===== src/hw/tetris_io_pkg.sv =====
package tetris_io_pkg;

	// download byte address: bit 16 region, 15:1 word, 0 lane
	localparam int IOCTL_AW     = 17;
	localparam int WORD_AW      = 15;
	localparam int PROG_BYTE_AW = 16;

	localparam logic [7:0] KEY_DOWN  = 8'h72;
	localparam logic [7:0] KEY_LEFT  = 8'h6b;
	localparam logic [7:0] KEY_RIGHT = 8'h74;
	localparam logic [7:0] KEY_COIN  = 8'h76; // esc
	localparam logic [7:0] KEY_FIRE  = 8'h29; // space

	// control word, active form before inversion
	localparam int INP_W       = 11;
	localparam int INP_FIRE1   = 0;
	localparam int INP_DOWN1   = 1;
	localparam int INP_RIGHT1  = 2;
	localparam int INP_LEFT1   = 3;
	localparam int INP_FIRE2   = 4;
	localparam int INP_DOWN2   = 5;
	localparam int INP_RIGHT2  = 6;
	localparam int INP_LEFT2   = 7;
	localparam int INP_COIN    = 8;
	localparam int INP_FIXED   = 9;
	localparam int INP_SERVICE = 10;

	localparam int JOY_RIGHT = 0;
	localparam int JOY_LEFT  = 1;
	localparam int JOY_DOWN  = 2;
	localparam int JOY_FIRE  = 4;

	typedef union packed {
		logic [15:0] half;
		struct packed {
			logic [7:0] hi;
			logic [7:0] lo;
		} lanes;
	} store_word_u;

endpackage

===== src/hw/key_mapper.sv =====
`timescale 1ns/1ps

module key_mapper import tetris_io_pkg::*; (
	input  logic             clk_sd,
	input  logic             rst,
	input  logic             key_strobe,
	input  logic             key_pressed,
	input  logic [7:0]       key_code,
	input  logic [7:0]       joystick_0,
	input  logic [7:0]       joystick_1,
	input  logic             service_sw,
	output logic [INP_W-1:0] inp
);

	logic             btn_down;
	logic             btn_left;
	logic             btn_right;
	logic             btn_coin;
	logic             btn_fire;
	logic [INP_W-1:0] act;

	always_ff @(posedge clk_sd) begin
		if (rst) begin
			btn_down  <= 1'b0;
			btn_left  <= 1'b0;
			btn_right <= 1'b0;
			btn_coin  <= 1'b0;
			btn_fire  <= 1'b0;
		end else if (key_strobe) begin
			case (key_code)
				KEY_DOWN:  btn_down  <= key_pressed;
				KEY_LEFT:  btn_left  <= key_pressed;
				KEY_RIGHT: btn_right <= key_pressed;
				KEY_COIN:  btn_coin  <= key_pressed;
				KEY_FIRE:  btn_fire  <= key_pressed;
				default: ; // other codes ignored
			endcase
		end
	end

	always_comb begin
		act = '0;

		// player 1, keyboard or first stick
		act[INP_FIRE1]  = btn_fire | joystick_0[JOY_FIRE];
		act[INP_DOWN1]  = btn_down | joystick_0[JOY_DOWN];
		act[INP_RIGHT1] = btn_right | joystick_0[JOY_RIGHT];
		act[INP_LEFT1]  = btn_left | joystick_0[JOY_LEFT];

		// player 2 has no keys
		act[INP_FIRE2]  = joystick_1[JOY_FIRE];
		act[INP_DOWN2]  = joystick_1[JOY_DOWN];
		act[INP_RIGHT2] = joystick_1[JOY_RIGHT];
		act[INP_LEFT2]  = joystick_1[JOY_LEFT];

		act[INP_COIN]    = btn_coin;
		act[INP_FIXED]   = 1'b1;
		act[INP_SERVICE] = service_sw;
	end

	assign inp = ~act; // core expects negative logic

endmodule


===== config.mk =====
export PLATFORM = sky130hd
export DESIGN_NAME = key_mapper
export DESIGN_NICKNAME = d
export VERILOG_FILES = /design/src/hw/tetris_io_pkg.sv /design/src/hw/key_mapper.sv
export SDC_FILE = /design/constraint.sdc
export NUM_CORES = 1
export LEC_CHECK = 0
export ABC_AREA = 0
export BUFFER_PORTS_ARGS = -buffer_cell sky130_fd_sc_hd__buf_2
export CORE_AREA = 10 10 47 49
export DETAILED_ROUTE_END_ITERATION = 8
export DIE_AREA = 0 0 57 59
export PLACE_DENSITY = 0.62
export RECOVER_POWER = 25
export SETUP_SLACK_MARGIN = 0.02
export SLEW_MARGIN = 15
export SYNTH_ARGS = -nofsm -noshare
export SYNTH_HDL_FRONTEND = slang
export SYNTH_SLANG_ARGS = --single-unit

===== constraint.sdc =====
create_clock -name clk_sd -period 0.8 [get_ports clk_sd]
set_input_delay 0.16 -clock clk_sd [delete_from_list [all_inputs] [get_ports clk_sd]]
set_output_delay 0.16 -clock clk_sd [all_outputs]
set_load 0.02 [all_outputs]

==> results of run 1 <==
-- sequential cells by signal (all words and copies together) (netlist names) --
register,cells
btn_fire,1
btn_left,1
btn_right,1
btn_coin,1
btn_down,1
-- through the flow --
step,setup TNS [ns],cells,power [W]
after floorplan,0,40,0.0003299
after global placement,-0.4707,85,0.0004048
after detailed placement,-0.5167,85,0.0004086
after CTS,-0.6535,89,0.0007108
after global routing,-0.8278,89,0.0007420
final,-0.6393,89,0.0007082
-- cell families after synthesis --
group                  after synthesis  share of synthesized area (%)
AND/OR/NAND/NOR                     22                          43.68
flip-flops                           5                          30.65
buffers and inverters                7                          9.196
multiplexers                         5                          15.33
other                                1                          1.148
-- cell type report --
type                            instances  area (sq um)  share of cell area, %
Timing Repair Buffer                   30         163.9                  29.98
Sequential cell                         5         106.4                  19.45
Inverter                                6         22.52                  4.119
Multi-Input combinational cell         28         207.7                  37.99
Clock buffer                            4         26.28                  4.805
Tap cell                               16         20.02                  3.661
-- metal layers --
metal  GRT usage, %  vias up  part of all wire (%)
met5              0        -                     0
met4          4.027        0                     0
met3          4.077        0                    14
met2          8.062       26                    35
met1          8.444      158                    51
li1               -      194                     -
-- what timing repair did --
action                     4_1_cts  5_1_grt
pin swaps                        4        2
resized for setup                8        7
setup endpoints to repair        5        7
-- power by group --
group	total, W	internal (W)	switching, W
registers	0.000250	0.000250	0.000000195
clock network	0.000294	0.000189	0.000105
logic	0.000164	0.0000786	0.0000852
total	0.000708	0.000517	0.000191
-- placed cells by master, fill, tap and decap left out, drive strengths merged --
cell type  synthesis  final
inv                6      6
dfxtp              5      5
mux2i              5      5
nor2               4      4
nand2b             6      6
nand3              3      3
and2               1      1
buf                1     28
nand4              1      1
nand4b             1      1
nor3               1      1
conb               1      1
nor3b              1      1
clkbuf             0      6
and3b              4      4
-- worst min path at each step --
stage	endpoint	cells after the start
after floorplan	btn_coin$_SDFFE_PP0P_	2
after global placement	btn_coin$_SDFFE_PP0P_	2
after detailed placement	btn_fire$_SDFFE_PP0P_	2
after CTS	btn_coin$_SDFFE_PP0P_	3
after global routing	btn_fire$_SDFFE_PP0P_	3
final	btn_left$_SDFFE_PP0P_	3
-- worst max-delay path, delay by kind of cell (launching register included) --
kind / cells / cell delay, ns
buf+inv: 1 / 0.14
flops: 1 / 0.32
simple gates: 1 / 0.09
==> impl_metrics.toml, run 1 <==
[final_layout]
antennaDiodeCount = 0
nets = 103
final_cell_area_sq_um = 546.8
synthToLayoutAreaGrowth_pct = 67.43
fill_cells = 169
final_core_util_pct = 39.02
drive_gt1_share_pct = 56.16

[global_routing]
antenna_found_initial = 0
grt_max_degree = 7
grt_pass1_vias = 406
grt.total_usage_pct = 6.649
grt_pass1_wl_um = 1814
grt_overflow = 0

[synth]
yosys_register_bits = 5
syn_area_per_cell_sq_um = 8.164
yosysSeqAreaShare_pct = 30.65
yosysTopAreaCell = "dfxtp_1"
syn-instance-count = 40
synth_nets = 69
synth_edf_count = 0
ys_types = 15
synth.top_cells.by_area = "dfxtp_1 (31%), mux2i_1 (15%), nand2b_1 (11%), and3b_1 (8.0%), inv_1 (6.9%)"
synthArstFlopShare_pct = 0
synth_area_sq_um = 326.6
synth_top_area_share_pct = 30.65
ys.flop_type = "dfxtp_1"
ys_warn_count = 0
synth_common_cells = "inv_1 (6), nand2b_1 (6), dfxtp_1 (5), mux2i_1 (5), nor2_1 (4)"

[floorplan]
die_area_sq_um = 3363
core_area_sq_um = 1401
die_w_um = 57
pin_count = 40
die_h_um = 59
rows = 14
start_util_pct = 23.30

[clock_tree]
cts_hold_buf = 0
numCtsBuffers = 3
cts.htree.levels = 1
cts_sinks = 5
post_cts_buffers = 0
max-clock-path-buffers = 2
clkSlewWorstSetupHoldPaths_ns = 0.05
cts_root_buf = "clkbuf_4"
cts_tree = "done"
insertion_delay_ns = 0.24

[critical_path]
cp-startpoint = "btn_down$_SDFFE_PP0P_"
cpPeakStageDelay_ns = 0.32
crit_required_ns = 0.64
path_cells = "nor2_2 > buf_4"
reg2reg_from = "btn_down$_SDFFE_PP0P_"
reg2reg_to = "btn_down$_SDFFE_PP0P_"
reg2reg_slack_ns = 0.21
startpoint_type = "register"
crit_slowest_cell = "dfxtp_2"
worstPathMaxFanout = 2
critPathArrivalTime_ns = 0.79
crit_type = "reg -> out"
worstSetupEndpoint = "inp[1]"
rr_worst_depth = 2
endpoint_kind = "output port"

[sta]
fin_skew_ns = 0
hold_slack_ns = 0.2401
fin_ws_ns = -0.1498
max_freq_mhz = 1053
slew_violations = 0
fin_crit_sh_pct = 118.7
min_period_ns = 0.9498
grt_setup_unrepaired = "yes"
finalHoldViolCount = 0
setup_viol = 5

[detailed_routing]
drc = 0
drt_wl_total_um = 1063
first_pass_iters = 3
viasPerCell = 4.247
drt_iter0_drc = 7
vias = 378
detail-route-antenna-nets = 0
post_drt_wl_per_cell_um = 11.94

[placement]
hpwl_um = 909.8
gp_congestion = 0.7837
port-buffer-count = 30
postPlaceCellArea_sq_um = 489.2
post-place-ws_ns = -0.1463

[flow_run]
cap_violations = 0

[status]
violations = "setup timing"
status = "finished, violations left"

[pwr]
p_leak_nw = 0.3115
powerDensity_nw_per_um2 = 1295
irDropWorstVdd_uv = 823.3

[min_path]
hp-start = "rst"
hp-class = "in -> reg"
(Power assumes the default switching activity.)
==> run 2, diff against run 1 <==
- PLACE_DENSITY: 0.62 -> 0.59
- clock period: 0.8 -> 1 ns (I/O delays scaled with it)
==> impl_metrics.toml, run 2 (synthesized netlist as in run 1, its figures left out) <==
[sta]
setup_viol = 0
max_freq_mhz = 1013
slew_violations = 0
fin_skew_ns = 0
fin_ws_ns = 0.01248
min_period_ns = 0.9875
hold_slack_ns = 0.2804
fin_crit_sh_pct = 98.75
finalHoldViolCount = 0
grt_setup_unrepaired = "yes"

[floorplan]
pin_count = 40
die_w_um = 57
core_area_sq_um = 1401
rows = 14
die_h_um = 59
start_util_pct = 23.30
die_area_sq_um = 3363

[detailed_routing]
post_drt_wl_per_cell_um = 11.56
vias = 389
viasPerCell = 4.371
detail-route-antenna-nets = 0
drt_iter0_drc = 5
drc = 0
first_pass_iters = 4
drt_wl_total_um = 1029

[status]
status = "complete, no violations"

[clock_tree]
clkSlewWorstSetupHoldPaths_ns = 0.05
cts_sinks = 5
insertion_delay_ns = 0.24
numCtsBuffers = 3
cts.htree.levels = 1
cts_tree = "done"
max-clock-path-buffers = 2
cts_root_buf = "clkbuf_4"
post_cts_buffers = 0

[placement]
port-buffer-count = 30
dp.cells = 85
gp_congestion = 0.7963
postPlaceCellArea_sq_um = 489.2
post-place-ws_ns = 0.01321

[global_routing]
grt_pass1_vias = 396
grt_max_degree = 7
grt.total_usage_pct = 6.340
grt_overflow = 0
antenna_found_initial = 0
grt_pass1_wl_um = 1711

[final_layout]
final_core_util_pct = 38.39
final_cell_area_sq_um = 538.0
nets = 103
drive_gt1_share_pct = 56.16
synthToLayoutAreaGrowth_pct = 64.75
fin_cells = 89
antennaDiodeCount = 0
final_cell_mix = "buf_2 (24), inv_1 (6), nand2b_1 (6)"
layout_commonest_cell = "buf_2"

[pwr]
p_leak_nw = 0.3092
irDropWorstVdd_uv = 453.2
powerDensity_nw_per_um2 = 1044

[min_path]
hp-class = "in -> reg"

[critical_path]
crit_required_ns = 0.80
worstPathMaxFanout = 2
startpoint_type = "register"
crit_type = "reg -> out"
endpoint_kind = "output port"
critPathArrivalTime_ns = 0.79
reg2reg_slack_ns = 0.40

[flow_run]
cap_violations = 0
-- run 2: cell count changes in the layout (fill, tap and decap cells not counted) --
cell and delta:
buf_2 +1, buf_4 +1, buf_6 -1, clkbuf_1 -1
inv_1 +1, inv_2 -1, nor3b_2 +1, nor3b_4 -1
-- run 2: worst max-delay path: stages (launching register included) --
cell and delay (ns):
dfxtp_2 0.32, nor2_2 0.09, buf_4 0.14
-- run 2: layer usage --
layer / vias to the layer above / part of all wire, % / global-route usage [%]
met1: 167 / 53 / 8.063
met5: - / 0 / 0
met3: 0 / 11 / 3.433
li1: 197 / - / -
met4: 0 / 0 / 4.027
met2: 25 / 36 / 7.907
-- run 2: report_power, final --
part / total, W / switching (W) / leakage, nW / internal, W
Combinational: 0.000127 / 0.0000655 / 0.251 / 0.0000616
Clock: 0.000234 / 0.0000832 / 0.0150 / 0.000151
Sequential: 0.000200 / 0.000000140 / 0.0428 / 0.000200
Total: 0.000562 / 0.000149 / 0.309 / 0.000413
-- run 2: cell type report --
type,instances,area (sq um)
inverters,6,22.52
fillers,157,863.3
multi-input cells,28,201.4
repair buffers,30,161.4
clock buffers,4,26.28
well taps,16,20.02
flip-flops and latches,5,106.4
-- run 2: stage by stage --
stage	total power, W	setup TNS [ns]
6_report	0.0005615	0
5_1_grt	0.0006049	-0.1173
4_1_cts	0.0005729	0
3_5_place_dp	0.0003259	0
3_3_place_gp	0.0003248	0
2_1_floorplan	0.0002639	0
-- run 2: final timing paths --
check / cells after the start / start / endpoint
setup / recovery: 2 / btn_down$_SDFFE_PP0P_ / inp[1]
hold / removal: 3 / rst / btn_right$_SDFFE_PP0P_
setup reg to reg: 2 / btn_down$_SDFFE_PP0P_ / btn_down$_SDFFE_PP0P_
hold reg to reg: 2 / btn_right$_SDFFE_PP0P_ / btn_right$_SDFFE_PP0P_
-- run 2: what timing repair did --
action                     in CTS  in global routing
setup endpoints to repair       4                  5
pin swaps                       4                  2
hold buffers                    0                  0
gates resized for setup         4                  8
==> run 3, diff against run 2 <==
- CORE_AREA: 10 10 47 49 -> 3 3 40 42
- CTS_BUF_LIST: unset -> sky130_fd_sc_hd__clkbuf_4
- DIE_AREA: 0 0 57 59 -> 0 0 43 45
- MAX_ROUTING_LAYER: unset -> met4
==> impl_metrics.toml, run 3 (synthesized netlist as in run 1, its figures left out) <==
[sta]
fin_crit_sh_pct = 98.33
slew_violations = 0
setup_viol = 0
fin_ws_ns = 0.01674
min_period_ns = 0.9833
fin_skew_ns = 0
finalHoldViolCount = 0
grt_setup_unrepaired = "yes"
max_freq_mhz = 1017

[final_layout]
final_core_util_pct = 43.04
antennaDiodeCount = 0
drive_gt1_share_pct = 60.27
synthToLayoutAreaGrowth_pct = 69.35
layout_commonest_cell = "buf_2"
fin_cells = 88
final_cell_area_sq_um = 553.0
final_cell_mix = "buf_2 (24), inv_1 (6), nand2b_1 (6), mux2i_1 (5), dfxtp_2 (5)"
nets = 103

[critical_path]
crit_type = "reg -> out"
crit_required_ns = 0.80
worstPathMaxFanout = 2
endpoint_kind = "output port"
critPathArrivalTime_ns = 0.78
startpoint_type = "register"

[floorplan]
core_area_sq_um = 1285
rows = 13
die_w_um = 43
die_h_um = 45
die_area_sq_um = 1935
start_util_pct = 25.41
pin_count = 40

[min_path]
hp-class = "in -> reg"

[status]
status = "complete, no violations"

[clock_tree]
clkSlewWorstSetupHoldPaths_ns = 0.04
numCtsBuffers = 3
cts_root_buf = "clkbuf_4"
cts_tree = "done"
cts_hold_buf = 0
max-clock-path-buffers = 2
cts_sinks = 5
insertion_delay_ns = 0.24
cts.htree.levels = 1

[pwr]
powerDensity_nw_per_um2 = 1068
p_leak_nw = 0.3170
irDropWorstVdd_uv = 470.0

[flow_run]
cap_violations = 0

[global_routing]
grt_pass1_vias = 343
grt_pass1_wl_um = 1297
grt_overflow = 0
grt.total_usage_pct = 9.278
grt_max_degree = 7
antenna_found_initial = 0

[placement]
dp.cells = 84
port-buffer-count = 30
gp_congestion = 0.6554
post-place-ws_ns = 0.01168
postPlaceCellArea_sq_um = 488.0

[detailed_routing]
post_drt_wl_per_cell_um = 9.330
drc = 0
drt_iter0_drc = 1
detail-route-antenna-nets = 0
drt_wl_total_um = 821
viasPerCell = 4.352
vias = 383
first_pass_iters = 3
==> run 3: cell counts in the layout (fill, tap and decap cells not counted) <==
Identical to the previous run, type by type.
==> run 3: what timing repair did <==
| item | 4_1_cts | 5_1_grt |
|---|---|---|
| setup buffers | 0 | 0 |
| pin swaps | 4 | 4 |
| setup endpoints to repair | 4 | 5 |
| gates resized for setup | 4 | 12 |
==> run 3: power breakdown <==
| part | total [W] | internal [W] | leakage (nW) | switching, W |
|---|---|---|---|---|
| clock network | 0.000260 | 0.000178 | 0.0184 | 0.0000822 |
| logic | 0.000130 | 0.0000644 | 0.256 | 0.0000660 |
| registers | 0.000200 | 0.000200 | 0.0428 | 0.000000159 |
==> run 3: layer usage <==
metal | wire length, um | part of all wire, % | track usage [%]
met5 | 0 | 0 | -
met4 | 17 | 2.1 | 5.422
met3 | 145 | 18 | 3.586
met2 | 337 | 41 | 13.17
met1 | 320 | 39 | 11.14
==> run 3: critical path, stage by stage, from the launching register on <==
cell     delay, ns
dfxtp_2       0.32
nor2_2        0.11
buf_6         0.12
==> run 3: worst paths after layout <==
path	start	end	slack, ns	cells after the start
max reg2reg	btn_down$_SDFFE_PP0P_	btn_down$_SDFFE_PP0P_	0.42	2
max	btn_right$_SDFFE_PP0P_	inp[2]	0.02	2
min reg2reg	btn_right$_SDFFE_PP0P_	btn_right$_SDFFE_PP0P_	0.47	2
min	rst	btn_right$_SDFFE_PP0P_	0.27	3
==> run 3: through the flow <==
step | total power, W | hold WS (ns) | setup TNS (ns)
floorplan | 0.0002639 | 0.3835 | 0
detailed placement | 0.0003249 | 0.4731 | 0
global placement | 0.0003227 | 0.4657 | 0
CTS | 0.0005970 | 0.2802 | 0
global route | 0.0006235 | 0.3087 | -0.07446
finish | 0.0005908 | 0.2689 | 0
==> run 3: area by class of cell <==
| cell class | instances | area [sq um] |
|---|---|---|
| multi-input combinational | 28 | 206.4 |
| timing repair buffer | 30 | 168.9 |
| inverter | 6 | 22.52 |
| clock buffer | 4 | 30.03 |
| sequential | 5 | 106.4 |
| tap | 15 | 18.77 |
| fill | 141 | 732.0 |
