<file path="src/hw/tetris_io_pkg.sv">
package tetris_io_pkg;

	// download byte address: bit 16 region, 15:1 word, 0 lane
	localparam int IOCTL_AW     = 17;
	localparam int WORD_AW      = 15;
	localparam int PROG_BYTE_AW = 16;

	localparam logic [7:0] KEY_DOWN  = 8'h72;
	localparam logic [7:0] KEY_LEFT  = 8'h6b;
	localparam logic [7:0] KEY_RIGHT = 8'h74;
	localparam logic [7:0] KEY_COIN  = 8'h76; // esc
	localparam logic [7:0] KEY_FIRE  = 8'h29; // space

	// control word, active form before inversion
	localparam int INP_W       = 11;
	localparam int INP_FIRE1   = 0;
	localparam int INP_DOWN1   = 1;
	localparam int INP_RIGHT1  = 2;
	localparam int INP_LEFT1   = 3;
	localparam int INP_FIRE2   = 4;
	localparam int INP_DOWN2   = 5;
	localparam int INP_RIGHT2  = 6;
	localparam int INP_LEFT2   = 7;
	localparam int INP_COIN    = 8;
	localparam int INP_FIXED   = 9;
	localparam int INP_SERVICE = 10;

	localparam int JOY_RIGHT = 0;
	localparam int JOY_LEFT  = 1;
	localparam int JOY_DOWN  = 2;
	localparam int JOY_FIRE  = 4;

	typedef union packed {
		logic [15:0] half;
		struct packed {
			logic [7:0] hi;
			logic [7:0] lo;
		} lanes;
	} store_word_u;

endpackage
</file>
<file path="src/hw/rom_loader.sv">
`timescale 1ns/1ps

module rom_loader import tetris_io_pkg::*; (
	input  logic                clk_sd,
	input  logic                rst,
	input  logic                ioctl_download,
	input  logic                ioctl_wr,
	input  logic [IOCTL_AW-1:0] ioctl_addr,
	input  logic [7:0]          ioctl_dout,
	input  logic                reset_req,
	output logic                wr_prog,
	output logic                wr_gfx,
	output logic [WORD_AW-1:0]  wr_addr,
	output logic [1:0]          wr_lane,
	output logic [7:0]          wr_byte,
	output logic                core_reset
);

	logic                wr_d;
	logic                wr_dd;
	logic                dl_d;
	logic                dl_dd;
	logic [IOCTL_AW-1:0] addr_d;
	logic [7:0]          dout_d;
	logic                loaded;
	logic                wr_rise;
	logic                dl_fall;

	always_ff @(posedge clk_sd) begin
		if (rst) begin
			wr_d  <= 1'b0;
			wr_dd <= 1'b0;
			dl_d  <= 1'b0;
			dl_dd <= 1'b0;
		end else begin
			wr_d  <= ioctl_wr;
			wr_dd <= wr_d;
			dl_d  <= ioctl_download;
			dl_dd <= dl_d;
		end
	end

	// sampled together with wr_d
	always_ff @(posedge clk_sd) begin
		addr_d <= ioctl_addr;
		dout_d <= ioctl_dout;
	end

	assign wr_rise = wr_d & ~wr_dd & dl_d; // held strobe counts once
	assign dl_fall = dl_dd & ~dl_d;

	always_ff @(posedge clk_sd) begin
		if (rst) begin
			wr_prog <= 1'b0;
			wr_gfx  <= 1'b0;
		end else begin
			wr_prog <= wr_rise & ~addr_d[IOCTL_AW-1];
			wr_gfx  <= wr_rise & addr_d[IOCTL_AW-1];
		end
	end

	always_ff @(posedge clk_sd) begin
		if (wr_rise) begin
			wr_addr <= addr_d[WORD_AW:1];
			wr_lane <= addr_d[0] ? 2'b10 : 2'b01; // odd byte is hi
			wr_byte <= dout_d;
		end
	end

	// core held in reset until an image has been loaded
	always_ff @(posedge clk_sd) begin
		if (rst) begin
			loaded     <= 1'b0;
			core_reset <= 1'b1;
		end else begin
			if (dl_fall)
				loaded <= 1'b1;
			core_reset <= reset_req | ~loaded;
		end
	end

endmodule

</file>
<file path="config.mk">
export PLATFORM = sky130hd
export DESIGN_NAME = rom_loader
export DESIGN_NICKNAME = d
export VERILOG_FILES = /design/src/hw/tetris_io_pkg.sv /design/src/hw/rom_loader.sv
export SDC_FILE = /design/constraint.sdc
export NUM_CORES = 1
export LEC_CHECK = 0
export ABC_AREA = 1
export BUFFER_PORTS_ARGS = -buffer_cell sky130_fd_sc_hd__buf_2
export CAP_MARGIN = 20
export CORE_MARGIN = 4
export CORE_UTILIZATION = 41
export DETAILED_ROUTE_END_ITERATION = 16
export GPL_TIMING_DRIVEN = 0
export PLACE_DENSITY = 0.7
export SLEW_MARGIN = 20
export SYNTH_ARGS = -nofsm -noshare
export SYNTH_HDL_FRONTEND = slang
export SYNTH_SLANG_ARGS = --single-unit
</file>
<file path="constraint.sdc">
create_clock -name clk_sd -period 2.55 [get_ports clk_sd]
set_clock_uncertainty 0.1 [all_clocks]
set_input_delay 0.255 -clock clk_sd [delete_from_list [all_inputs] [get_ports clk_sd]]
set_output_delay 0.255 -clock clk_sd [all_outputs]
set_load 0.01 [all_outputs]
</file>
==> results.txt, run 1 <==
* Run status: finished clean
* Library cell with the largest summed area after synthesis: sky130_fd_sc_hd__edfxtp_1
- Number of distinct standard cells referenced by the synthesized netlist: 8
- Based on the critical path, the design can be clocked at up to 692 MHz.
- Placer's final routability congestion estimate: slightly above 0.6
* Number of cells produced by synthesis: around 80
* Final hold violations: 0
* # resized after CTS: 0
- Post-synthesis area per instance: around 19 sq um
- Of the synthesized area, sequential elements account for 0.944.
* Synthesis Warnings: 0
- Post-layout utilization of the core: 0.678
- Via count of the first global-routing pass: approximately 980
- Across all layers, the routed design uses around 930 vias.
- Fraction of the mapped netlist area in adder cells: 0
* Tot GR Track Use: 0.139
- The design draws 0.00173 W.
* Setup repair after global routing missed its margin: no
* Area of the die: approximately 4700 sq um
- The worst register-to-register path begins at dl_d$_SDFF_PP0_.
* Sequential share of power: 0.583
- Number of DRC markers in iteration 0: 47
- Total negative slack for setup checks: 0 ps
- Initial core utilization: 0.438
- Post-Synthesis Net Count: 109
- For this run, the post-layout net count is 209.
- The library cell used most frequently in the layout, excluding fill and tap cells, is sky130_fd_sc_hd__buf_2.
- Worst-path fanout max: 18
* Mux cell area share after synthesis: 0
* Hold path startpoint: addr_d[2]$_DFF_P_
- Maximum capacitance violations: 0
- The first global-routing pass estimated 4.27 mm of wire.
- The worst pin sits at a relative slew slack of 0.699.
- Setup violations remaining at the end of the flow were counted as 0.
- The share of the synthesized area in compound gates (AO/OA/AOI/OAI) came to 0.00335.
* Critical Setup Path Class: flop to flop
- In this run the clock root is driven by a sky130_fd_sc_hd__clkbuf_4.
- Critical path startpoint category: flop
- Leaving out fill and tap cells, the most frequent cells in the layout are sky130_fd_sc_hd__buf_2, sky130_fd_sc_hd__dfxtp_1, sky130_fd_sc_hd__dlygate4sd3_1, sky130_fd_sc_hd__edfxtp_1, sky130_fd_sc_hd__clkbuf_4.
* Crit. End Element: flop
* Clock tree buffer depth: 2
* Vert. Die Dim: 68.4 um
- Of the total power, the share spent switching nets is 0.204.
- Maximum number of pins on one net before global-route repair: 19
- Summed over all layers, the routed wires come to ~2.8 mm.
- Compared with the post-synthesis result, the final layout area differs by 54.8%.
- Ratio of total power to cell area: between 700 and 800 nW/um^2
- Post-Route Hold Slack: slightly above 300 ps
- The critical path starts at dl_d$_SDFF_PP0_.
- Clock-pin slew reported for the worst setup and hold paths after clock tree synthesis: approximately 100 ps
- Of the total synthesized cell area, the portion taken by AND, OR, NAND and NOR gates is 0.0326.
* Minimum clock period after layout: 1440 ps
- The share of synthesized area in the top cell type comes to 0.502.
* I/O pins: between 50 and 60
- Data required time at the worst endpoint: 2540 ps
- Across all register-to-register paths, the minimum setup slack is 1110 ps.
* Kind of path behind the tightest hold check: flop to flop
- At the later pin of the worst-skew pair, clock insertion delay measures approximately 390 ps.
- Summing every instance area after synthesis gives 1500 sq um.
- Ratio of final minimum period to clock period: 0.566
- Core area: approximately 3400 sq um
- Internal cell power: about 0.0014 W
* Count of standard-cell rows: 21
- Number of sinks on the clock net: 58
- Number of buffers added by the clock tree synthesis step: 9
- Number of H-tree levels: 3
- Main combinational cell family by area after synthesis: simple AND/OR/NAND/NOR gates
* Die outline width: just under 70 um
- Port bufs: 57
* HPWL after DPL: 1.65 mm
* Number of detailed-routing iterations run before antenna repair: 2
- For the pin with the worst max-slew slack, the measured transition is roughly 450 ps.
- The synthesized design contains 58 register bits.
- In the routed layout, each cell is associated on average with a via count of between 4 and 5.
- Global routing finished with a remaining overflow of 0.
* Net switching power: 0.000354 W
- The final-report max-slew violation count was 0.
* Number of nets still failing antenna checks after routing: 0
- WL per Instance: about 12 um
* Leak: ~1 nW
- Max VDD drop: between 0.6 and 0.7 mV
- Number of diodes: 0
- Of the cells placed in the final design, the portion with a size suffix greater than 1 is 0.408.
- TritonCTS built the clock tree.
* Antenna violations before repair: 0
* Critical path arrival: 1440 ps
- Share of power burned in the clock network: 0.369
* Fraction of synthesized cell area in xor and xnor cells: 0
- Sorting the synthesized cells by area gives the leading types as sky130_fd_sc_hd__edfxtp_1, sky130_fd_sc_hd__dfxtp_1, sky130_fd_sc_hd__inv_1.
- Remaining design rule violation count: 0
- Part of the total power dissipated in combinational logic: 0.048
## cell type report
cell class	count	area, sq um
clock buffers	11	85.1
clock inverters	5	55.1
fillers	250	1100
inverters	8	30.0
multi-input cells	13	65.1
flip-flops and latches	58	1410
well taps	46	57.6
repair buffers	89	611
## flip-flops by register name, summed over array words and instances, names as in the netlist
register,flops
core_reset,1
wr_addr,15
wr_gfx,1
addr_d,17
dl_dd,1
dout_d,8
loaded,1
wr_d,1
wr_lane,2
wr_dd,1
wr_byte,8
dl_d,1
wr_prog,1
## layer usage
metal | global-route usage | routed length, um | vias up
met5 | 0 | 0 | -
met4 | 0.0744 | 44 | 0
met3 | 0.0821 | 268 | 6
met2 | 0.240 | 1490 | 47
met1 | 0.125 | 985 | 416
li1 | - | - | 465
## stage by stage
step                std cells  setup WS [ps]  area [sq um]
floorplan                  79            654          1500
global placement          182            269          1840
detailed placement        183           1100          1860
CTS                       230           1080          2310
global route              230           1010          2310
finish                    230           1110          2310
## critical path, stage by stage (launching register included)
cell	delay (ps)
sky130_fd_sc_hd__dfxtp_1	320
sky130_fd_sc_hd__inv_1	80
sky130_fd_sc_hd__nor3_4	420
sky130_fd_sc_hd__buf_8	240
## timing repair
item	CTS	global route
hold buffers	31	0
setup endpoints to repair	0	0
buffers inserted	0	0
endpoints found under the hold margin	31	0
## logic make-up (layout without fill, tap and decap cells)
logic type	count (synthesis)	after routing
AO/OA/AOI/OAI	1	1
buffers and inverters	8	113
flip-flops	58	58
AND/OR/NAND/NOR	12	12
## Yosys cell counts
master	count
sky130_fd_sc_hd__a21oi_1	1
sky130_fd_sc_hd__dfxtp_1	33
sky130_fd_sc_hd__edfxtp_1	25
sky130_fd_sc_hd__inv_1	8
sky130_fd_sc_hd__nand2_1	3
sky130_fd_sc_hd__nor2_1	7
sky130_fd_sc_hd__nor2_2	1
sky130_fd_sc_hd__nor3_1	1
## final timing paths
check                               to  cells after the start
setup / recovery  wr_byte[4]$_DFFE_PP_                      3
hold / removal    wr_addr[1]$_DFFE_PP_                      0
setup reg to reg  wr_byte[4]$_DFFE_PP_                      3
hold reg to reg   wr_addr[1]$_DFFE_PP_                      0
## power groups by stage
| stage | clock network, W | registers [W] | logic [W] |
|---|---|---|---|
| global route | 0.000702 | 0.00101 | 0.0000915 |
| floorplan | 0 | 0.00103 | 0.00000884 |
| CTS | 0.000657 | 0.00101 | 0.0000822 |
| global placement | 0 | 0.00103 | 0.0000417 |
| finish | 0.000639 | 0.00101 | 0.0000823 |
| detailed placement | 0 | 0.00103 | 0.0000454 |
(Power assumes the default switching activity.)
==> run 2: changes to the inputs <==
--- a/config.mk
+++ b/config.mk
@@ -9,10 +9,10 @@
 export BUFFER_PORTS_ARGS = -buffer_cell sky130_fd_sc_hd__buf_2
 export CAP_MARGIN = 20
 export CORE_MARGIN = 4
-export CORE_UTILIZATION = 41
+export CORE_UTILIZATION = 45
 export DETAILED_ROUTE_END_ITERATION = 16
 export GPL_TIMING_DRIVEN = 0
-export PLACE_DENSITY = 0.7
+export PLACE_DENSITY = 0.73
 export SLEW_MARGIN = 20
 export SYNTH_ARGS = -nofsm -noshare
 export SYNTH_HDL_FRONTEND = slang
==> constraint.sdc (replaced) <==
create_clock -name clk_sd -period 1.5 [get_ports clk_sd]
set_clock_uncertainty 0.1 [all_clocks]
set_input_delay 0.15 -clock clk_sd [delete_from_list [all_inputs] [get_ports clk_sd]]
set_output_delay 0.15 -clock clk_sd [all_outputs]
set_load 0.01 [all_outputs]
==> run 2 against run 1 <==
Die area is 7.9% lower. Clock power is 34% higher. Count of clock-buffer cells in the layout is 1 higher. Sequential power is 70% higher. Sequential share of layout area is 0.15 points higher. Total power is 57% higher. Largest power group unchanged. Register-to-register slack worse by 1000 ps. Design area is 0.16% lower. Critical path depth is 2 higher. First-iteration DRC count stayed put. Largest cell class unchanged. Core utilization is 6.1 points higher. Routed wire length is 5.6% higher.
==> results.txt, run 2 (synthesis gave the netlist of run 1 again) <==
* Number of diodes: 0
- Worst R2R Start: dl_d$_SDFF_PP0_
- Die outline width: 65.6 um
- The clock passes through at most 2 buffers.
* WHS Path Cells: 0
- Register containing the most flip-flops in the final layout: addr_d
* R2R setup slack: ~90 ps
- Maximum number of pins on one net before global-route repair: 14
- Of all nets on the critical path, the largest fanout is 6.
- Number of detailed-routing iterations run before antenna repair: 2
- The largest registers in the layout are addr_d: 17 flops, wr_addr: 15 flops.
* Layout filler cell count: approximately 190
- Ratio of final minimum period to clock period: 0.979
- Flip-flop count of the largest register after layout: 17
- In this run the most critical hold path is launched from addr_d[12]$_DFF_P_.
- CTS built an H-tree with a depth of 3.
- Initial core utilization: 0.478
* Via-to-Cell Ratio: 4.17
- Counting stages on the worst path, the most repeated cell is sky130_fd_sc_hd__dlygate4sd3_1.
- Remaining design rule violation count: 0
- Number of DRC markers in iteration 0: 47
* Count of standard-cell rows: 20
- Upper clock frequency limit: ~680 MHz
* Kind of path behind the tightest hold check: flop to flop
- The worst register-to-register path has a depth of 2.
- The worst register-to-register path ends at wr_byte[5]$_DFFE_PP_.
- Most frequent cells in the layout: sky130_fd_sc_hd__buf_2, sky130_fd_sc_hd__dfxtp_1, sky130_fd_sc_hd__dlygate4sd3_1, sky130_fd_sc_hd__edfxtp_1, sky130_fd_sc_hd__clkbuf_4
* Number of buffers added by the clock tree synthesis step: 9
- The HPWL after detailed placement is ~1.6 mm.
- Post-Route Hold Slack: 307 ps
- Global route overflow: 0
- VDD sags by at most approximately 0.89 mV.
- Number of sinks on the clock net: 58
- Clock tree from TritonCTS: done
- Placer's final routability congestion estimate: just under 0.6
* Critical Setup Path Class: primary input to flop
- Of the cells placed in the final design, the portion with a size suffix greater than 1 is 0.403.
* Minimum clock period after layout: 1470 ps
* First-pass GRT wire length: 4.82 mm
- Setup repair after global routing left no endpoint under its margin.
* Cell type of the slowest stage on the worst timing path: sky130_fd_sc_hd__dlygate4sd3_1
- Wires add up to 2.94 mm.
- The worst setup path is captured at a flop.
- OpenSTA, run right after detailed placement, puts the worst setup slack at -251 ps.
- Clock latency on the worst-skew pair, taken at its later pin, is 370 ps.
- Critical path arrival: around 1600 ps
- Core area: 3130 sq um
- Total number of nets in the final design: 211
- For this design the ratio of total power to cell area is 1180 nW/um^2.
- WL per Instance: 12.8 um
* Final setup slack of the worst path: roughly 32 ps
- Among cell families on the critical path, the largest total delay comes from buffers and inverters.
- Tot GR Track Use: 0.165
- Antenna violations before repair: 0
- Number of setup violations in the final report: 0
- For hold timing, the worst endpoint is wr_addr[11]$_DFFE_PP_.
* Syn-to-layout area delta: 54.6%
- Port bufs: 57
* Leak: roughly 0.99 nW
- The die covers around 4300 sq um.
- The run finished with clean final reports.
- Headroom to the max-slew limit: 0.596
- Combined buffer and inverter count along the critical path: 3
- Critical path startpoint category: primary input
- The final hold violation count is 0.
* Slew at the pin closest to its max-slew limit: 604 ps
- The signal on the critical path passes through dlygate4sd3_1, buf_2, nor2_1, nand2_1, dlygate4sd3_1.
- Vias post-DR: ~960
- The die is approximately 66 um tall.
- Maximum capacitance violations: 0
* CTS root buffer: sky130_fd_sc_hd__clkbuf_4
- After clock tree synthesis, the clock-pin slew on the worst setup and hold paths is approximately 90 ps.
- Commonest non-fill, non-tap cell in the layout: sky130_fd_sc_hd__buf_2
* Number of max-slew violations in the final report: 0
- Data on the critical path is required at its endpoint by around 1700 ps.
- In this design, the stage delay of the slowest critical-path cell is approximately 590 ps.
- I/O pins: 58
- The number of global-route vias before repair was 1152.
- The detail route stage leaves a number of antenna-violating nets equal to 0.
[run 2: changes by cell type in the layout (fill, tap and decap cells not counted), sizes merged]
cell         previous run  this run
bufinv                  1         0
clkinv                  2         4
dlygate4sd3            31        32
clkinvlp                2         0
clkbuf                 11        12
nor3                    1         2
[run 2: worst max path at each step]
stage	startpoint	end	slack, ps	depth (start not counted)
final	rst	core_reset$_SDFF_PP1_	30	5
after global routing	dl_d$_SDFF_PP0_	wr_byte[5]$_DFFE_PP_	3	2
after CTS	dl_d$_SDFF_PP0_	wr_addr[6]$_DFFE_PP_	20	2
after detailed placement	wr_d$_SDFF_PP0_	wr_addr[10]$_DFFE_PP_	-250	2
after global placement	wr_d$_SDFF_PP0_	wr_addr[11]$_DFFE_PP_	-210	2
after floorplan	wr_d$_SDFF_PP0_	wr_addr[0]$_DFFE_PP_	-10	2
[run 2: metal layers]
| layer | global-route usage | vias up | part of all wire |
|---|---|---|---|
| met5 | 0 | - | 0 |
| met4 | 0.0777 | 0 | 0.0099 |
| met3 | 0.0786 | 4 | 0.076 |
| met2 | 0.307 | 52 | 0.56 |
| met1 | 0.147 | 432 | 0.36 |
| li1 | - | 471 | - |
[run 2: layout make-up]
type,instances,area [sq um],share of cell area
clock inverter,4,17.5,0.00758
multi-input combinational,14,81.3,0.0352
sequential,58,1410,0.611
clock buffer,12,88.8,0.0384
tap,44,55.1,0.0238
inverter,8,30.0,0.0130
timing repair buffer,90,626,0.271
[run 2: stage by stage]
stage / instance area [sq um] / total power [W] / utilization / TNS [ps] / instances
5_1_grt: 2310 / 0.00287 / 0.739 / 0 / 230
2_1_floorplan: 1510 / 0.00177 / - / -294 / 79
3_3_place_gp: 1850 / 0.00182 / 0.591 / -5120 / 180
4_1_cts: 2290 / 0.00275 / 0.732 / 0 / 229
6_report: 2310 / 0.00272 / 0.739 / 0 / 230
3_5_place_dp: 1850 / 0.00183 / 0.591 / -6250 / 180
[run 2: timing repair]
item,CTS,global route
setup buffers,0,1
gates cloned,1,0
gates resized for setup,1,0
hold endpoints to repair,31,0
hold buffers,32,0
setup endpoints to repair,25,14
pin swaps,1,1
[run 2: power by group]
part,switching (W),total [W],internal (W)
clock,0.000487,0.000859,0.000372
combinational,0.0000527,0.000147,0.0000946
sequential,0.0000155,0.00172,0.00170
==> run 3: changes to the inputs <==
--- a/config.mk
+++ b/config.mk
@@ -9,10 +9,12 @@
 export BUFFER_PORTS_ARGS = -buffer_cell sky130_fd_sc_hd__buf_2
 export CAP_MARGIN = 20
 export CORE_MARGIN = 4
-export CORE_UTILIZATION = 45
+export CORE_UTILIZATION = 46
+export CTS_BUF_LIST = sky130_fd_sc_hd__clkbuf_16
 export DETAILED_ROUTE_END_ITERATION = 16
 export GPL_TIMING_DRIVEN = 0
-export PLACE_DENSITY = 0.73
+export PLACE_DENSITY = 0.74
+export REMOVE_ABC_BUFFERS = 1
 export SLEW_MARGIN = 20
 export SYNTH_ARGS = -nofsm -noshare
 export SYNTH_HDL_FRONTEND = slang
==> run 3 against run 2 <==
Final cell count is the same. Count of clock-buffer cells in the layout fell by 3. Clock power increased by 94%. Via count down 1.5%. Global-route usage fell by 1.0 points. Combinational power shrank 3%. Non-clock buffer count up 1. Core utilization grew 5.3 points. Largest power group unchanged. Die area decreased by 1.9%. Flip-flop and latch count stayed put. Critical path type unchanged.
==> results.txt, run 3 (synthesis gave the netlist of run 1 again) <==
- For this run, design rule violations remaining after detail routing come to 0.
- In this run, CTS created clock tree buffers numbering 9.
- First-pass GRT wire length: around 4.5 mm
- Syn-to-layout area delta: 62.9%
- The register with the most flip-flops in the layout has 17 of them.
- Across the VDD grid, the largest voltage drop is between 0.9 and 1 mV.
- In this run the most critical hold path is launched from addr_d[12]$_DFF_P_.
* Clock tree buffer depth: 2
* Antenna violations before repair: 0
- Worst-path fanout max: 6
* Clock-pin slew reported for the worst setup and hold paths after clock tree synthesis: about 50 ps
* Via-to-Cell Ratio: around 4.1
- CTS root buffer: sky130_fd_sc_hd__clkbuf_16
- TritonCTS built the clock tree.
- After detailed routing, the wire length on met1 is roughly 1.1 mm.
- For this run, the post-layout net count is ~210.
- In the final layout, the registers with the most flip-flops are addr_d: 17 flops, wr_addr: 15 flops.
* Ratio of final minimum period to clock period: 0.900
* Vert. Die Dim: about 65 um
- The layout has around 170 filler cells.
- Number of H-tree levels: 3
* Initial core utilization: 0.486
- The final hold violation count is 0.
- The floorplan has 20 rows.
* Number of detailed-routing iterations run before antenna repair: 4
* Via count of the first global-routing pass: between 900 and 1000
* Number of max-slew violations in the final report: 0
- In the detailed route, the total length drawn on met3 is between 300 and 400 um.
* Global route overflow: 0
- Routability-driven placement finished with a final weighted congestion of between 0.6 and 0.7.
- The detailed router used layers up to and including met4.
- Maximum capacitance violations: 0
* Number of diodes: 0
* Core area: about 3000 sq um
- More flip-flops sit in one register than any other, and that register is addr_d.
- In this run the horizontal extent of the chip is around 65 um.
- Fraction of final layout cells sized beyond drive strength 1: 0.387
- The worst hold path passes through 0 cells.
* Ratio of total power to cell area: ~1500 nW/um^2
- Data required time at the worst endpoint: about 1600 ps
* Number of setup violations in the final report: 0
- Routed length on met2: 1.34 mm
- At the later pin of the worst-skew pair, clock insertion delay measures ~320 ps.
* Total wire length: around 2.8 mm
- Critical path arrival: 1450 ps
* R2r worst-path depth: 4
* WL per Instance: roughly 12 um
* Headroom to the max-slew limit: 0.878
* Post-layout power: between 0.003 and 0.004 W
* Number of DRC markers in iteration 0: 29
* Crit. End Element: flop
- Setup repair after global routing left no endpoint under its margin.
- Based on the critical path, the design can be clocked at up to around 740 MHz.
- Number of sinks on the clock net: 58
- The detailed router placed roughly 950 vias in this run.
- I/O pins: between 50 and 60
* Total negative slack for setup checks: 0 ps
* Most frequent cells in the layout: sky130_fd_sc_hd__buf_2, sky130_fd_sc_hd__dfxtp_1, sky130_fd_sc_hd__dlygate4sd3_1, sky130_fd_sc_hd__edfxtp_1
- In this run the static leakage power is ~1.1 nW.
- The setup check on the worst reg-to-reg path leaves a slack of 190 ps.
- Minimum clock period after layout: roughly 1400 ps
* Worst R2R Start: wr_d$_SDFF_PP0_
- In this run the tool buffered the top-level ports with 57 buffer cells.
- STA classifies the critical path startpoint as a primary input.
- Reg-to-reg endpoint: wr_addr[6]$_DFFE_PP_
- Slew at the pin closest to its max-slew limit: 183 ps
* Number of nets still failing antenna checks after routing: 0
* HPWL after DPL: around 1.6 mm
* Area of the die: 4230 sq um
* Commonest non-fill, non-tap cell in the layout: sky130_fd_sc_hd__buf_2
* Critical Setup Path Class: primary input to flop
* Maximum number of pins on one net before global-route repair: 12
- The run finished with clean final reports.
* Kind of path behind the tightest hold check: flop to flop
- Hold endpoint: wr_addr[11]$_DFFE_PP_
* Tot GR Track Use: 0.155
==> run 3: cell types whose count changed in the layout (fill, tap and decap cells not counted), sizes merged <==
cell,before,now
clkinv,4,6
buf,58,60
dlygate4sd3,32,31
clkbuf,12,9
nor3,2,1
inv,8,9
==> run 3: repair_timing <==
action,in CTS,in global routing
endpoints found under the hold margin,31,0
buffers inserted,1,0
resized for setup,1,0
setup endpoints to repair,17,0
hold buffers,31,0
==> run 3: worst max path at each step <==
stage               startpoint               endpoint  slack [ps]
4_1_cts                    rst        wr_d$_SDFF_PP0_         190
3_3_place_gp   dl_d$_SDFF_PP0_  wr_addr[14]$_DFFE_PP_       -1790
2_1_floorplan  dl_d$_SDFF_PP0_   wr_addr[0]$_DFFE_PP_       -1160
6_report                   rst        dl_d$_SDFF_PP0_         150
3_5_place_dp   dl_d$_SDFF_PP0_   wr_addr[6]$_DFFE_PP_        -320
5_1_grt                    rst        dl_d$_SDFF_PP0_         120
==> run 3: report_power, final <==
part	switching (W)	internal [W]
sequential	0.0000140	0.00171
combinational	0.0000486	0.0000935
clock	0.000602	0.00107
==> run 3: worst max-delay path, cell delays in order <==
cell                            delay [ps]
sky130_fd_sc_hd__dlygate4sd3_1         520
sky130_fd_sc_hd__buf_2                 160
sky130_fd_sc_hd__nor2_1                 60
sky130_fd_sc_hd__dlygate4sd3_1         550
==> run 3: through the flow <==
step / instances / utilization / setup WS [ps] / instance area, sq um / hold WS, ps
after CTS: 230 / 0.791 / 188 / 2440 / 300
after detailed placement: 182 / 0.604 / -319 / 1860 / 154
after global placement: 180 / 0.596 / -1790 / 1840 / 152
after global routing: 230 / 0.791 / 117 / 2440 / 304
final: 230 / 0.791 / 149 / 2440 / 299
after floorplan: 79 / - / -1160 / 1500 / 77.7
==> run 3: layer usage <==
| layer | track usage | vias to the layer above |
|---|---|---|
| li1 | - | 465 |
| met1 | 0.155 | 424 |
| met2 | 0.245 | 48 |
| met3 | 0.104 | 8 |
| met4 | 0.0777 | 0 |
| met5 | 0 | - |
==> run 3: final cells by class <==
cell class	instances	area, sq um	share of cell area
Clock inverter	7	27.5	0.0113
Tap cell	44	55.1	0.0226
Sequential cell	58	1410	0.579
Timing Repair Buffer	91	622	0.255
Inverter	8	30.0	0.0123
Multi-Input combinational cell	13	65.1	0.0267
Clock buffer	9	225	0.0924
